==> src/rtl/rvIsaPkg.sv <==
// ------------------------------------------------
// RV32I subset encodings and field widths
// Only the codes the core decodes are defined
// ------------------------------------------------
package rvIsaPkg;

    localparam int XLEN       = 32;  // Data and address width
    localparam int REG_ADDR_W = 5;
    localparam int OPCODE_W   = 7;
    localparam int FUNCT3_W   = 3;
    localparam int FUNCT7_W   = 7;
    localparam int SHAMT_W    = 5;   // Shift amount taken from operand B

    // Major opcodes
    localparam logic [OPCODE_W-1:0] OP_RTYPE  = 7'b0110011;
    localparam logic [OPCODE_W-1:0] OP_ITYPE  = 7'b0010011;
    localparam logic [OPCODE_W-1:0] OP_LOAD   = 7'b0000011;
    localparam logic [OPCODE_W-1:0] OP_STORE  = 7'b0100011;
    localparam logic [OPCODE_W-1:0] OP_BRANCH = 7'b1100011;
    localparam logic [OPCODE_W-1:0] OP_JAL    = 7'b1101111;
    localparam logic [OPCODE_W-1:0] OP_LUI    = 7'b0110111;

    // Arithmetic funct3
    localparam logic [FUNCT3_W-1:0] F3_ADD_SUB = 3'b000;
    localparam logic [FUNCT3_W-1:0] F3_SLL     = 3'b001;
    localparam logic [FUNCT3_W-1:0] F3_SLT     = 3'b010;
    localparam logic [FUNCT3_W-1:0] F3_SLTU    = 3'b011;
    localparam logic [FUNCT3_W-1:0] F3_XOR     = 3'b100;
    localparam logic [FUNCT3_W-1:0] F3_SR      = 3'b101;  // SRL or SRA
    localparam logic [FUNCT3_W-1:0] F3_OR      = 3'b110;
    localparam logic [FUNCT3_W-1:0] F3_AND     = 3'b111;

    // Branch funct3
    localparam logic [FUNCT3_W-1:0] F3_BEQ  = 3'b000;
    localparam logic [FUNCT3_W-1:0] F3_BNE  = 3'b001;
    localparam logic [FUNCT3_W-1:0] F3_BLT  = 3'b100;
    localparam logic [FUNCT3_W-1:0] F3_BGE  = 3'b101;
    localparam logic [FUNCT3_W-1:0] F3_BLTU = 3'b110;
    localparam logic [FUNCT3_W-1:0] F3_BGEU = 3'b111;

    localparam logic [FUNCT7_W-1:0] F7_ALT = 7'b0100000;  // SUB and SRA

    localparam logic [XLEN-1:0] RESET_PC = '0;

endpackage

==> src/rtl/rvCtrlPkg.sv <==
// ------------------------------------------------
// Datapath control encodings shared by the
// control unit, ALU and register file
// ------------------------------------------------
package rvCtrlPkg;

    // ALU operation, PASSB forwards operand B for LUI
    typedef enum logic [3:0] {
        ALU_ADD,
        ALU_SUB,
        ALU_AND,
        ALU_OR,
        ALU_XOR,
        ALU_SLL,
        ALU_SRL,
        ALU_SRA,
        ALU_SLT,
        ALU_SLTU,
        ALU_PASSB
    } aluOpT;

    // Register writeback source
    typedef enum logic [1:0] {
        WB_ALU,
        WB_MEM,
        WB_PC4   // Link value for JAL
    } wbSelT;

    // ALU operand B source
    typedef enum logic {
        OPB_REG,
        OPB_IMM
    } opBSelT;

endpackage

==> src/rtl/instDecoder.sv <==
// ------------------------------------------------
// Field extraction, immediate is zero for R-type
// and for unknown opcodes
// ------------------------------------------------
`timescale 1ns/1ps

module instDecoder (
    input  logic [rvIsaPkg::XLEN-1:0]       i_inst,
    output logic [rvIsaPkg::REG_ADDR_W-1:0] o_rs1,
    output logic [rvIsaPkg::REG_ADDR_W-1:0] o_rs2,
    output logic [rvIsaPkg::REG_ADDR_W-1:0] o_rd,
    output logic [rvIsaPkg::FUNCT3_W-1:0]   o_funct3,
    output logic [rvIsaPkg::XLEN-1:0]       o_imm
);

    logic [rvIsaPkg::OPCODE_W-1:0] opcode;
    logic [rvIsaPkg::XLEN-1:0]     immI;
    logic [rvIsaPkg::XLEN-1:0]     immS;
    logic [rvIsaPkg::XLEN-1:0]     immB;
    logic [rvIsaPkg::XLEN-1:0]     immJ;
    logic [rvIsaPkg::XLEN-1:0]     immU;

    // Fixed field positions in every format
    assign opcode   = i_inst[6:0];
    assign o_rd     = i_inst[11:7];
    assign o_funct3 = i_inst[14:12];
    assign o_rs1    = i_inst[19:15];
    assign o_rs2    = i_inst[24:20];

    // Sign bit is always inst[31]
    assign immI = {{20{i_inst[31]}}, i_inst[31:20]};
    assign immS = {{20{i_inst[31]}}, i_inst[31:25], i_inst[11:7]};
    assign immB = {{19{i_inst[31]}}, i_inst[31], i_inst[7], i_inst[30:25],
                   i_inst[11:8], 1'b0};
    assign immJ = {{11{i_inst[31]}}, i_inst[31], i_inst[19:12], i_inst[20],
                   i_inst[30:21], 1'b0};
    assign immU = {i_inst[31:12], 12'b0};

    always_comb begin
        case (opcode)
            rvIsaPkg::OP_ITYPE,
            rvIsaPkg::OP_LOAD:   o_imm = immI;
            rvIsaPkg::OP_STORE:  o_imm = immS;
            rvIsaPkg::OP_BRANCH: o_imm = immB;
            rvIsaPkg::OP_JAL:    o_imm = immJ;
            rvIsaPkg::OP_LUI:    o_imm = immU;
            default:             o_imm = '0;
        endcase
    end

endmodule

==> src/rtl/controlUnit.sv <==
// ------------------------------------------------
// Control decode for the supported RV32I subset
// Unsupported opcodes execute as a no-op
// ------------------------------------------------
`timescale 1ns/1ps

module controlUnit (
    input  logic                      i_rstN,
    input  logic [rvIsaPkg::XLEN-1:0] i_inst,
    output rvCtrlPkg::aluOpT          o_aluOp,
    output rvCtrlPkg::opBSelT         o_opBSel,
    output rvCtrlPkg::wbSelT          o_wbSel,
    output logic                      o_regWrEnable,
    output logic                      o_memWrEnable,
    output logic                      o_isBranch,
    output logic                      o_isJump
);

    logic [rvIsaPkg::OPCODE_W-1:0] opcode;
    logic [rvIsaPkg::FUNCT3_W-1:0] funct3;
    logic [rvIsaPkg::FUNCT7_W-1:0] funct7;
    logic                          useAlt;   // SUB or SRA
    logic                          opKnown;
    logic                          regWr;
    logic                          memWr;
    rvCtrlPkg::aluOpT              arithOp;

    assign opcode = i_inst[6:0];
    assign funct3 = i_inst[14:12];
    assign funct7 = i_inst[31:25];

    // ADDI has no SUB form, so funct7 only counts for R-type and shifts right
    assign useAlt = (funct7 == rvIsaPkg::F7_ALT) &&
                    ((opcode == rvIsaPkg::OP_RTYPE) || (funct3 == rvIsaPkg::F3_SR));

    always_comb begin
        case (funct3)
            rvIsaPkg::F3_ADD_SUB: arithOp = useAlt ? rvCtrlPkg::ALU_SUB : rvCtrlPkg::ALU_ADD;
            rvIsaPkg::F3_SLL:     arithOp = rvCtrlPkg::ALU_SLL;
            rvIsaPkg::F3_SLT:     arithOp = rvCtrlPkg::ALU_SLT;
            rvIsaPkg::F3_SLTU:    arithOp = rvCtrlPkg::ALU_SLTU;
            rvIsaPkg::F3_XOR:     arithOp = rvCtrlPkg::ALU_XOR;
            rvIsaPkg::F3_SR:      arithOp = useAlt ? rvCtrlPkg::ALU_SRA : rvCtrlPkg::ALU_SRL;
            rvIsaPkg::F3_OR:      arithOp = rvCtrlPkg::ALU_OR;
            default:              arithOp = rvCtrlPkg::ALU_AND;
        endcase
    end

    always_comb begin
        o_aluOp    = rvCtrlPkg::ALU_ADD;  // Address add for loads and stores
        o_opBSel   = rvCtrlPkg::OPB_IMM;
        o_wbSel    = rvCtrlPkg::WB_ALU;
        regWr      = 1'b0;
        memWr      = 1'b0;
        o_isBranch = 1'b0;
        o_isJump   = 1'b0;
        opKnown    = 1'b1;
        case (opcode)
            rvIsaPkg::OP_RTYPE: begin
                o_aluOp  = arithOp;
                o_opBSel = rvCtrlPkg::OPB_REG;
                regWr    = 1'b1;
            end
            rvIsaPkg::OP_ITYPE: begin
                o_aluOp = arithOp;
                regWr   = 1'b1;
            end
            rvIsaPkg::OP_LOAD: begin
                o_wbSel = rvCtrlPkg::WB_MEM;
                regWr   = 1'b1;
            end
            rvIsaPkg::OP_STORE:  memWr = 1'b1;
            rvIsaPkg::OP_BRANCH: o_isBranch = 1'b1;  // Compare is done outside the ALU
            rvIsaPkg::OP_JAL: begin
                o_wbSel  = rvCtrlPkg::WB_PC4;
                regWr    = 1'b1;
                o_isJump = 1'b1;
            end
            rvIsaPkg::OP_LUI: begin
                o_aluOp = rvCtrlPkg::ALU_PASSB;
                regWr   = 1'b1;
            end
            default: opKnown = 1'b0;
        endcase
    end

    // No architectural writes while in reset
    assign o_regWrEnable = regWr && i_rstN;
    assign o_memWrEnable = memWr && i_rstN;

    // Only the listed opcodes are expected out of reset
    knownOpcode: assert final (!i_rstN || opKnown)
        else $error("Unsupported opcode %b", opcode);

    // R-type funct7 is zero except for SUB and SRA
    legalFunct7: assert final (!i_rstN || (opcode != rvIsaPkg::OP_RTYPE) || (funct7 == '0) ||
                               ((funct7 == rvIsaPkg::F7_ALT) &&
                                ((funct3 == rvIsaPkg::F3_ADD_SUB) ||
                                 (funct3 == rvIsaPkg::F3_SR))))
        else $error("Unsupported R-type funct7 %b, inst %h", funct7, i_inst);

endmodule

==> src/rtl/regFile.sv <==
// ------------------------------------------------
// 32x32 registers, x0 writes are dropped
// Reads are combinational, writes at the edge
// ------------------------------------------------
`timescale 1ns/1ps

module regFile (
    input  logic                            i_Clock,
    input  logic                            i_rstN,
    input  logic [rvIsaPkg::REG_ADDR_W-1:0] i_rdAddrA,
    input  logic [rvIsaPkg::REG_ADDR_W-1:0] i_rdAddrB,
    input  logic [rvIsaPkg::REG_ADDR_W-1:0] i_wrAddr,
    input  logic                            i_wrEnable,
    input  rvCtrlPkg::wbSelT                i_wbSel,
    input  logic [rvIsaPkg::XLEN-1:0]       i_aluResult,
    input  logic [rvIsaPkg::XLEN-1:0]       i_memRdData,
    input  logic [rvIsaPkg::XLEN-1:0]       i_pcPlus4,
    output logic [rvIsaPkg::XLEN-1:0]       o_rdDataA,
    output logic [rvIsaPkg::XLEN-1:0]       o_rdDataB
);

    logic [rvIsaPkg::XLEN-1:0] regs [2**rvIsaPkg::REG_ADDR_W];
    logic [rvIsaPkg::XLEN-1:0] wrData;

    // Writeback source
    always_comb begin
        case (i_wbSel)
            rvCtrlPkg::WB_MEM: wrData = i_memRdData;
            rvCtrlPkg::WB_PC4: wrData = i_pcPlus4;
            default:           wrData = i_aluResult;
        endcase
    end

    always_ff @(posedge i_Clock) begin
        if (!i_rstN) begin
            for (int i = 0; i < 2**rvIsaPkg::REG_ADDR_W; i++) begin
                regs[i] <= '0;
            end
        end else if (i_wrEnable && (i_wrAddr != '0)) begin
            regs[i_wrAddr] <= wrData;
        end
    end

    assign o_rdDataA = regs[i_rdAddrA];
    assign o_rdDataB = regs[i_rdAddrB];

    // Unknown bits never reach architectural state
    wrDataKnown: assert property (@(posedge i_Clock) disable iff (!i_rstN)
            i_wrEnable && (i_wrAddr != '0) |-> !$isunknown(wrData))
        else $error("Unknown writeback data to x%0d", $sampled(i_wrAddr));

endmodule

==> src/rtl/alu.sv <==
// ------------------------------------------------
// Shifts use operand B bits [4:0] only
// Compares return 0 or 1
// ------------------------------------------------
`timescale 1ns/1ps

module alu (
    input  rvCtrlPkg::aluOpT          i_aluOp,
    input  rvCtrlPkg::opBSelT         i_opBSel,
    input  logic [rvIsaPkg::XLEN-1:0] i_operandA,
    input  logic [rvIsaPkg::XLEN-1:0] i_regB,
    input  logic [rvIsaPkg::XLEN-1:0] i_imm,
    output logic [rvIsaPkg::XLEN-1:0] o_result
);

    logic [rvIsaPkg::XLEN-1:0]    operandB;
    logic [rvIsaPkg::SHAMT_W-1:0] shamt;
    logic                         ltSigned;
    logic                         ltUnsigned;

    assign operandB   = (i_opBSel == rvCtrlPkg::OPB_IMM) ? i_imm : i_regB;
    assign shamt      = operandB[rvIsaPkg::SHAMT_W-1:0];  // Upper bits ignored
    assign ltSigned   = $signed(i_operandA) < $signed(operandB);
    assign ltUnsigned = i_operandA < operandB;

    always_comb begin
        case (i_aluOp)
            rvCtrlPkg::ALU_ADD:   o_result = i_operandA + operandB;
            rvCtrlPkg::ALU_SUB:   o_result = i_operandA - operandB;
            rvCtrlPkg::ALU_AND:   o_result = i_operandA & operandB;
            rvCtrlPkg::ALU_OR:    o_result = i_operandA | operandB;
            rvCtrlPkg::ALU_XOR:   o_result = i_operandA ^ operandB;
            rvCtrlPkg::ALU_SLL:   o_result = i_operandA << shamt;
            rvCtrlPkg::ALU_SRL:   o_result = i_operandA >> shamt;
            rvCtrlPkg::ALU_SRA:   o_result = $signed(i_operandA) >>> shamt;
            rvCtrlPkg::ALU_SLT:   o_result = {{(rvIsaPkg::XLEN-1){1'b0}}, ltSigned};
            rvCtrlPkg::ALU_SLTU:  o_result = {{(rvIsaPkg::XLEN-1){1'b0}}, ltUnsigned};
            rvCtrlPkg::ALU_PASSB: o_result = operandB;  // LUI
            default:              o_result = '0;
        endcase
    end

endmodule

==> src/rtl/branchCompare.sv <==
// ------------------------------------------------
// Branch condition from funct3, undefined codes
// 010 and 011 never take
// ------------------------------------------------
`timescale 1ns/1ps

module branchCompare (
    input  logic [rvIsaPkg::FUNCT3_W-1:0] i_funct3,
    input  logic [rvIsaPkg::XLEN-1:0]     i_operandA,
    input  logic [rvIsaPkg::XLEN-1:0]     i_operandB,
    output logic                          o_taken
);

    logic isEqual;
    logic ltSigned;
    logic ltUnsigned;

    assign isEqual    = i_operandA == i_operandB;
    assign ltSigned   = $signed(i_operandA) < $signed(i_operandB);
    assign ltUnsigned = i_operandA < i_operandB;

    always_comb begin
        case (i_funct3)
            rvIsaPkg::F3_BEQ:  o_taken = isEqual;
            rvIsaPkg::F3_BNE:  o_taken = !isEqual;
            rvIsaPkg::F3_BLT:  o_taken = ltSigned;
            rvIsaPkg::F3_BGE:  o_taken = !ltSigned;
            rvIsaPkg::F3_BLTU: o_taken = ltUnsigned;
            rvIsaPkg::F3_BGEU: o_taken = !ltUnsigned;
            default:           o_taken = 1'b0;
        endcase
    end

endmodule

==> src/rtl/programCounter.sv <==
// ------------------------------------------------
// PC loads a new value on every edge
// Targets are assumed word aligned
// ------------------------------------------------
`timescale 1ns/1ps

module programCounter (
    input  logic                      i_Clock,
    input  logic                      i_rstN,
    input  logic [rvIsaPkg::XLEN-1:0] i_imm,
    input  logic                      i_isJump,
    input  logic                      i_isBranch,
    input  logic                      i_taken,
    output logic [rvIsaPkg::XLEN-1:0] o_pc,
    output logic [rvIsaPkg::XLEN-1:0] o_pcPlus4
);

    logic [rvIsaPkg::XLEN-1:0] pcTarget;
    logic [rvIsaPkg::XLEN-1:0] pcNext;
    logic                      redirect;

    assign o_pcPlus4 = o_pc + 32'd4;
    assign pcTarget  = o_pc + i_imm;  // Shared by branches and JAL
    assign redirect  = i_isJump || (i_isBranch && i_taken);
    assign pcNext    = redirect ? pcTarget : o_pcPlus4;

    always_ff @(posedge i_Clock) begin
        if (!i_rstN) begin
            o_pc <= rvIsaPkg::RESET_PC;
        end else begin
            o_pc <= pcNext;
        end
    end

    // A bad immediate would show up here first
    pcAligned: assert property (@(posedge i_Clock) disable iff (!i_rstN) o_pc[1:0] == 2'b00)
        else $error("Misaligned PC %h", o_pc);

endmodule

==> src/rtl/cpuCore.sv <==
// ------------------------------------------------
// Single-cycle RV32I subset core, one instruction
// per clock, memories read combinationally
// ------------------------------------------------
`timescale 1ns/1ps

module cpuCore (
    input  logic                      i_Clock,
    input  logic                      i_rstN,
    output logic [rvIsaPkg::XLEN-1:0] o_pgmAddr,
    input  logic [rvIsaPkg::XLEN-1:0] i_pgmData,
    output logic [rvIsaPkg::XLEN-1:0] o_memAddr,
    output logic [rvIsaPkg::XLEN-1:0] o_memWrData,
    output logic                      o_memWrEnable,
    input  logic [rvIsaPkg::XLEN-1:0] i_memRdData
);

    logic [rvIsaPkg::REG_ADDR_W-1:0] rs1;
    logic [rvIsaPkg::REG_ADDR_W-1:0] rs2;
    logic [rvIsaPkg::REG_ADDR_W-1:0] rd;
    logic [rvIsaPkg::FUNCT3_W-1:0]   funct3;
    logic [rvIsaPkg::XLEN-1:0]       imm;
    logic [rvIsaPkg::XLEN-1:0]       rdDataA;
    logic [rvIsaPkg::XLEN-1:0]       pcPlus4;
    rvCtrlPkg::aluOpT                aluOp;
    rvCtrlPkg::opBSelT               opBSel;
    rvCtrlPkg::wbSelT                wbSel;
    logic                            regWrEnable;
    logic                            isBranch;
    logic                            isJump;
    logic                            taken;

    instDecoder dec (
        .i_inst   (i_pgmData),
        .o_rs1    (rs1),
        .o_rs2    (rs2),
        .o_rd     (rd),
        .o_funct3 (funct3),
        .o_imm    (imm)
    );

    controlUnit ctrl (
        .i_rstN        (i_rstN),
        .i_inst        (i_pgmData),
        .o_aluOp       (aluOp),
        .o_opBSel      (opBSel),
        .o_wbSel       (wbSel),
        .o_regWrEnable (regWrEnable),
        .o_memWrEnable (o_memWrEnable),
        .o_isBranch    (isBranch),
        .o_isJump      (isJump)
    );

    // Read port B doubles as the store data
    regFile regs (
        .i_Clock     (i_Clock),
        .i_rstN      (i_rstN),
        .i_rdAddrA   (rs1),
        .i_rdAddrB   (rs2),
        .i_wrAddr    (rd),
        .i_wrEnable  (regWrEnable),
        .i_wbSel     (wbSel),
        .i_aluResult (o_memAddr),
        .i_memRdData (i_memRdData),
        .i_pcPlus4   (pcPlus4),
        .o_rdDataA   (rdDataA),
        .o_rdDataB   (o_memWrData)
    );

    alu aluUnit (
        .i_aluOp    (aluOp),
        .i_opBSel   (opBSel),
        .i_operandA (rdDataA),
        .i_regB     (o_memWrData),
        .i_imm      (imm),
        .o_result   (o_memAddr)   // Also the load/store address
    );

    branchCompare cmp (
        .i_funct3   (funct3),
        .i_operandA (rdDataA),
        .i_operandB (o_memWrData),
        .o_taken    (taken)
    );

    programCounter pc (
        .i_Clock    (i_Clock),
        .i_rstN     (i_rstN),
        .i_imm      (imm),
        .i_isJump   (isJump),
        .i_isBranch (isBranch),
        .i_taken    (taken),
        .o_pc       (o_pgmAddr),
        .o_pcPlus4  (pcPlus4)
    );

endmodule

==> config.mk <==
export PLATFORM = sky130hd
export DESIGN_NAME = cpuCore
export DESIGN_NICKNAME = d
export VERILOG_FILES = /design/src/rtl/rvIsaPkg.sv /design/src/rtl/rvCtrlPkg.sv /design/src/rtl/instDecoder.sv /design/src/rtl/controlUnit.sv /design/src/rtl/regFile.sv /design/src/rtl/alu.sv /design/src/rtl/branchCompare.sv /design/src/rtl/programCounter.sv /design/src/rtl/cpuCore.sv
export SDC_FILE = /design/constraint.sdc
export NUM_CORES = 2
export LEC_CHECK = 0
export BUFFER_PORTS_ARGS = -buffer_cell sky130_fd_sc_hd__buf_2
export CAP_MARGIN = 20
export CORE_MARGIN = 1.5
export CORE_UTILIZATION = 50
export DETAILED_ROUTE_END_ITERATION = 8
export GPL_TIMING_DRIVEN = 0
export PLACE_DENSITY = 0.71
export SLEW_MARGIN = 5
export SYNTH_ARGS = -nofsm -noshare
export SYNTH_HDL_FRONTEND = slang
export SYNTH_HIERARCHICAL = 1
export SYNTH_SLANG_ARGS = --single-unit
==> constraint.sdc <==
create_clock -name i_Clock -period 8.4 [get_ports i_Clock]
set_input_delay 0.42 -clock i_Clock [delete_from_list [all_inputs] [get_ports i_Clock]]
set_output_delay 0.42 -clock i_Clock [all_outputs]
set_load 0.005 [all_outputs]
# --- Word level (Yosys, flattened, before mapping) ---
# Memory sizes are Yosys's and may differ from the RTL's.
# Cells that the tools add are included.
op_classes:
  n_addsub: 4
  bitwise_logic: 3
  reduce_logical: 17
  n_mux: 22
  n_eq_ne: 28
  shift: 3
  n_lt_le_gt_ge: 4
ops:
  columns: ["operator", "n"]
  rows:
  - ["case mux 32 bit (11 select lines)", 1]
  - ["case mux 32 bit (5 select lines)", 1]
  - ["less-than comparator 32 bit", 4]
  - ["2-to-1 mux 32 bit", 3]
  - ["adder 32 bit", 2]
  - ["case mux 32 bit (2 select lines)", 1]
  - ["adder 32 x 3 -> 32 bit, second input constant", 1]
  - ["bitwise AND 32 bit", 1]
  - ["== test 32 bit", 1]
  - ["OR 32 bit", 1]
  - ["OR reduction 32 bit", 1]
  - ["left shift 32 x 5 -> 32 bit", 1]
  - ["right shift 32 x 5 -> 32 bit", 1]
  - [">>> shifter 32 x 5 -> 32 bit", 1]
  - ["subtractor 32 bit", 1]
  - ["XOR 32 bit", 1]
  - ["== test 7 x 6 -> 1 bit, second input constant", 4]
  - ["case mux 4 bit (7 select lines)", 1]
  - ["== test 4 x 3 -> 1 bit, second input constant", 4]
  - ["== test 7 bit, second input constant", 2]
  - ["== test 3 bit, second input constant", 4]
  - ["== test 4 bit, second input constant", 3]
  - ["2-to-1 mux 1 bit", 11]
  - ["== test 4 x 2 -> 1 bit, second input constant", 2]
  - ["other kinds (19)", 28]
totals:
  elab_cells: 83
  regBits: 32
  memories: 1
  ram_bits: 1024
  out_inout_bits: 97
  in_bits: 66
memory_table:
  columns: ["memory", "depth", "word_bits", "rd", "rd_clocked_by_memory_dff", "write_ports", "line_no", "source"]
  rows:
  - ["regs.regs", 32, 32, 2, 0, 32, "regFile.sv:22", "logic [rvIsaPkg::XLEN-1:0] regs [2**rvIsaPkg::REG_ADDR_W];"]

# --- Logic depth before layout (Yosys ltp) ---
logic_depth:
  ltp_word: 10
  ltp_mapped: 29
  mapped_depth_nobuf: 21

# --- Cells and area by module ---
# The synthesis kept the hierarchy.
modules_own_cells:
  columns: ["module", "area_per_inst_um2", "cells_per_inst", "seq_area_each_um2", "n_inst"]
  rows:
  - ["regFile", 53845.4, 4717, 30749.5, 1]
  - ["alu", 9565.4, 1443, 0.0, 1]
  - ["programCounter", 3537.1, 478, 640.6, 1]
  - ["branchCompare", 905.9, 119, 0.0, 1]
  - ["instDecoder", 713.2, 89, 0.0, 1]
  - ["controlUnit", 220.2, 31, 0.0, 1]

# --- Least setup slack after synthesis ---
# No wires, ideal clock.
synth_path:
  path_kind: "input -> register"
  start: "input i_pgmData[21] in the netlist's numbering"
  end: "memory regs/regs[11][30] in the netlist's numbering (data pin)"
  setup_time_ns: 0.266
  slack_ns: 2.401
  path_stages: 26
  t_arrival_ns: 5.733
  required_time_ns: 8.134
  n_path_buf: 9
  path_cell_list: "buf_4 > buf_2 > buf_2 > buf_4 > mux2i_1 > a22oi_1 > a31oi_1 > nand3_1 > mux2i_1 > clkbuf_1 > clkbuf_1 > clkbuf_1 > buf_1 > ha_1 > inv_1 > a21oi_1 > o311ai_2 > a221oi_2 > o21ai_1 > a21oi_1 > o21a_1 > or3b_1 > a311o_1 > a21oi_1 > buf_2 > nor2_1"
synth_lines:
  columns: ["element", "line_no", "source"]
  rows:
  - ["start: declaration", "cpuCore.sv:11", "input logic [rvIsaPkg::XLEN-1:0] i_pgmData,"]
  - ["end: declaration", "regFile.sv:22", null]

# --- Worst setup path after layout ---
layout_path:
  start: "input i_pgmData[20] in the netlist's numbering"
  end: "output o_memAddr[29] in the netlist's numbering"
layout_via:
  elab_chain_cells: 4
  elab_cells_between_ends: 12
  classes_between: "add/sub (2); shift (3); mux (3); bitwise (3); memory (1)"
layout_lines:
  columns: ["element", "line_no", "source"]
  rows:
  - ["memory read (32 x 32 bit) / case mux 32 bit (5 select lines) (equally long branches)", null, null]
  - ["2-to-1 mux 32 bit (*)", "alu.sv:21", "assign operandB = (i_opBSel == rvCtrlPkg::OPB_IMM) ? i_imm : i_regB;"]
  - ["subtractor 32 bit (tied with other cells)", "alu.sv:29", "rvCtrlPkg::ALU_SUB: o_result = i_operandA - operandB;"]
  - ["case mux 32 bit (11 select lines) (*)", "alu.sv:27", "case (i_aluOp)"]
  - ["end: declaration", "cpuCore.sv:12", "output logic [rvIsaPkg::XLEN-1:0] o_memAddr,"]
# Every way passes the cells marked *; elsewhere a longest branch is shown, timed or not.

==> summary.txt <==
Run status
  • Status: finished, violations left
  • Failing checks: setup timing

Synth
  • Avg Inst Size Synth: 10.0 um^2
  • Synth Area in Adders: 3.14%
  • Cell variety after synth: 118
  • Yosys reg bits: 1056
  • Number of flops mapped to enable cells by yosys: 1024
  • Synth Warn #: 6
  • Share of the yosys chip area belonging to registers: 45.6%
  • Xor and xnor area share after synthesis: 0.726%
  • Asr flop ratio synth: 0%
  • Syn Std Cell Area: 68800 um^2
  • Mux cell area share after synthesis: 17.7%
  • Synth Area in Compound Gates: 13.7%
  • Post-synthesis simple-gate area fraction: 14.0%
  • Largest family of logic cells by synthesized area: multiplexers
  • Cells after Synth: 6877
  • Synth Flop Type: edfxtp_1

Timing
  • Setup TNS: -22.91 ns
  • Fin Hold WS: 0.0645 ns
  • Final setup fails: 198
  • Minimum clock period after layout: 8.77 ns
  • Clk_skew: 0.0755 ns
  • Least-Margin Pin Slew: 1.34 ns
  • Fin crit share: 104%
  • Rel. slew slack: 10.8%
  • Post-route setup slack: -0.371 ns
  • RSZ-0062 raised after global routing: false
  • Fmax: 114 MHz
  • Slew Viols, Final: 0
  • Final Hold Vio Count: 0

Clock network
  • Longest Clk Path Bufs: 3
  • TritonCTS clock tree: yes
  • CTS Hold Bufs: 0
  • H-Tree Depth: 3
  • Root buf cell: clkbuf_16
  • Number of clock sinks: 1056
  • TritonCTS buffer count: 114
  • Clk slew on worst S/H paths: 0.07 ns
  • Clk Latency, worst-skew pair: 0.80 ns

Routing
  • Met1 wire length: 121 mm
  • Routed met3 length: 51.8 mm
  • Length of the first detailed-routing pass in iterations: 9
  • Routed len/inst: 38.2 um
  • Routed wire length: 350 mm
  • Metal2 WL: 144 mm
  • Uppermost layer routed: met5
  • Via count: 64100
  • Vias/cell: 7.01
  • DRC: 0
  • Drt initial violations: 11300
  • Antenna Nets Post-Route: 0

Placed design
  • Buffers added on ports: 162
  • DP Cell Count: 8902
  • Area after DPL: 72900 um^2
  • Detailed Place HPWL: 270 mm
  • GPL Wtd Cong: 1.06

Critical path
  • Max incr delay on CP: 0.87 ns
  • Critical path arrival: 8.35 ns
  • CP max stage cell: clkbuf_1
  • Crit-path max FO: 10
  • Crit Path Category: in -> out
  • WP buf/inv: 8
  • Worst-path cell chain: buf_2, buf_4, nor2_1, clkbuf_1, buf_8, clkbuf_1, a22oi_1, nand3_1, nand3_1, mux2i_1, ha_1, buf_4, inv_1, a221oi_2, or4b_1, o211ai_1, o211ai_1, o41ai_1, o41ai_1, nor4b_1, a31oi_2, buf_2
  • Family with the most delay on the worst path: buffers and inverters
  • Startpoint types: input pin
  • WP data required: 7.98 ns
  • Endpoint class of the critical path: output port

Floorplanning
  • Row count: 135
  • Initial Util: 50.6%
  • IO Pins: 163
  • CORE AREA: 136000 um^2
  • Die Span X: 374 um
  • Die H: 374 um
  • Die area: 140000 um^2

Global routing
  • Global-route wire length before repair: 470 mm
  • Initial antenna violation count: 24
  • GRT Total Usage: 48.4%
  • Largest net degree at the start of global routing: 31
  • Global route total overflow: 0
  • Vias in the first global route: 59700

Cells and area
  • Layout Cells excl Fill: 9144
  • Layout cells sized above 1: 12.8%
  • Final Core Density: 56.9%
  • P&R area growth vs syn: 12.4%
  • Fin area: 77300 um^2
  • Fin nets: 7480

Min path
  • Hold WC Path Type: in -> reg

Pwr
  • Pwr per Cell Area: 191 nW/um^2
  • Maximum vdd drop: 0.191 mV
  • Static Leak: 0.0316 uW

Flow run
  • Max-cap violations: 0
[power by group]
part           internal (uW)  switching, uW  leakage [uW]
registers               5940            102        0.0108
logic                    901           2580        0.0189
clock network           2970           2260       0.00185
total                   9810           4940        0.0316
[kinds of logic after synthesis]
family,count (synthesis)
mux,1193
compound gates,1390
xor+xnor,57
flops,1056
simple gates,2244
buf+inv,765
other cells,1
fa+ha+maj,171
[metrics by stage]
stage | setup WS [ns] | total power (uW)
floorplan | 2.40 | 7810
global route | 0.00695 | 14900
finish | -0.371 | 14800
global placement | -3.43 | 9280
detailed placement | -2.92 | 9360
CTS | 0.0117 | 14500
[what timing repair did]
item	4_1_cts	5_1_grt
buffers inserted	3	0
pin swaps	0	1
resized for setup	71	40
endpoints found under the setup margin	958	434
cloned	0	0
[cells in the final DEF, fill, tap and decap left out, types with 167 or more instances in the layout]
master / n
nand2_1: 444
a21oi_1: 411
buf_2: 405
a22oi_1: 235
nand3_1: 229
edfxtp_1: 1024
ha_1: 167
nor2_1: 1204
mux2i_1: 1155
clkbuf_1: 227
[area by class of cell]
type	count	area, um^2
Fill cell	11800	58700
Multi-Input combinational cell	5087	34400
Sequential cell	1056	31400
Buffer	612	3020
Clock buffer	136	2940
Tap cell	1781	2230
Timing Repair Buffer	224	1770
Clock inverter	78	906
Inverter	148	562
Antenna cell	22	55.1
[cells in the mapped netlist, types with 135 or more instances]
master / number / share of area, %
ha_1: 168 / 3.1
inv_1: 144 / 0.79
edfxtp_1: 1024 / 45
mux2i_1: 1159 / 17
a21oi_1: 427 / 3.1
nand3_1: 251 / 1.8
a22o_1: 135 / 1.7
a22oi_1: 235 / 2.6
buf_2: 247 / 1.8
nor2_1: 1204 / 6.6
nand2_1: 475 / 2.6
clkbuf_1: 226 / 1.2
[sequential cells by signal, indices dropped and copies added, names as in the netlist]
register	count
pc/o_pc	32
regs/regs	1024
[final timing paths]
path	cells after the start	slack, ns	to	from
max	22	-0.37	o_memAddr[29]	i_pgmData[20]
min	2	0.06	pc/o_pc[17]	i_rstN
min reg2reg	2	0.52	pc/o_pc[0]	pc/o_pc[0]
max reg2reg	22	0.57	regs/regs[16][29]	regs/regs[3][4]
[per-layer routing]
metal	vias up	GRT usage, %
met4	16	36.9
li1	26000	-
met2	5429	69.5
met3	1318	17.1
met1	31300	59.3
met5	-	0.720
(Power assumes the default switching activity.)
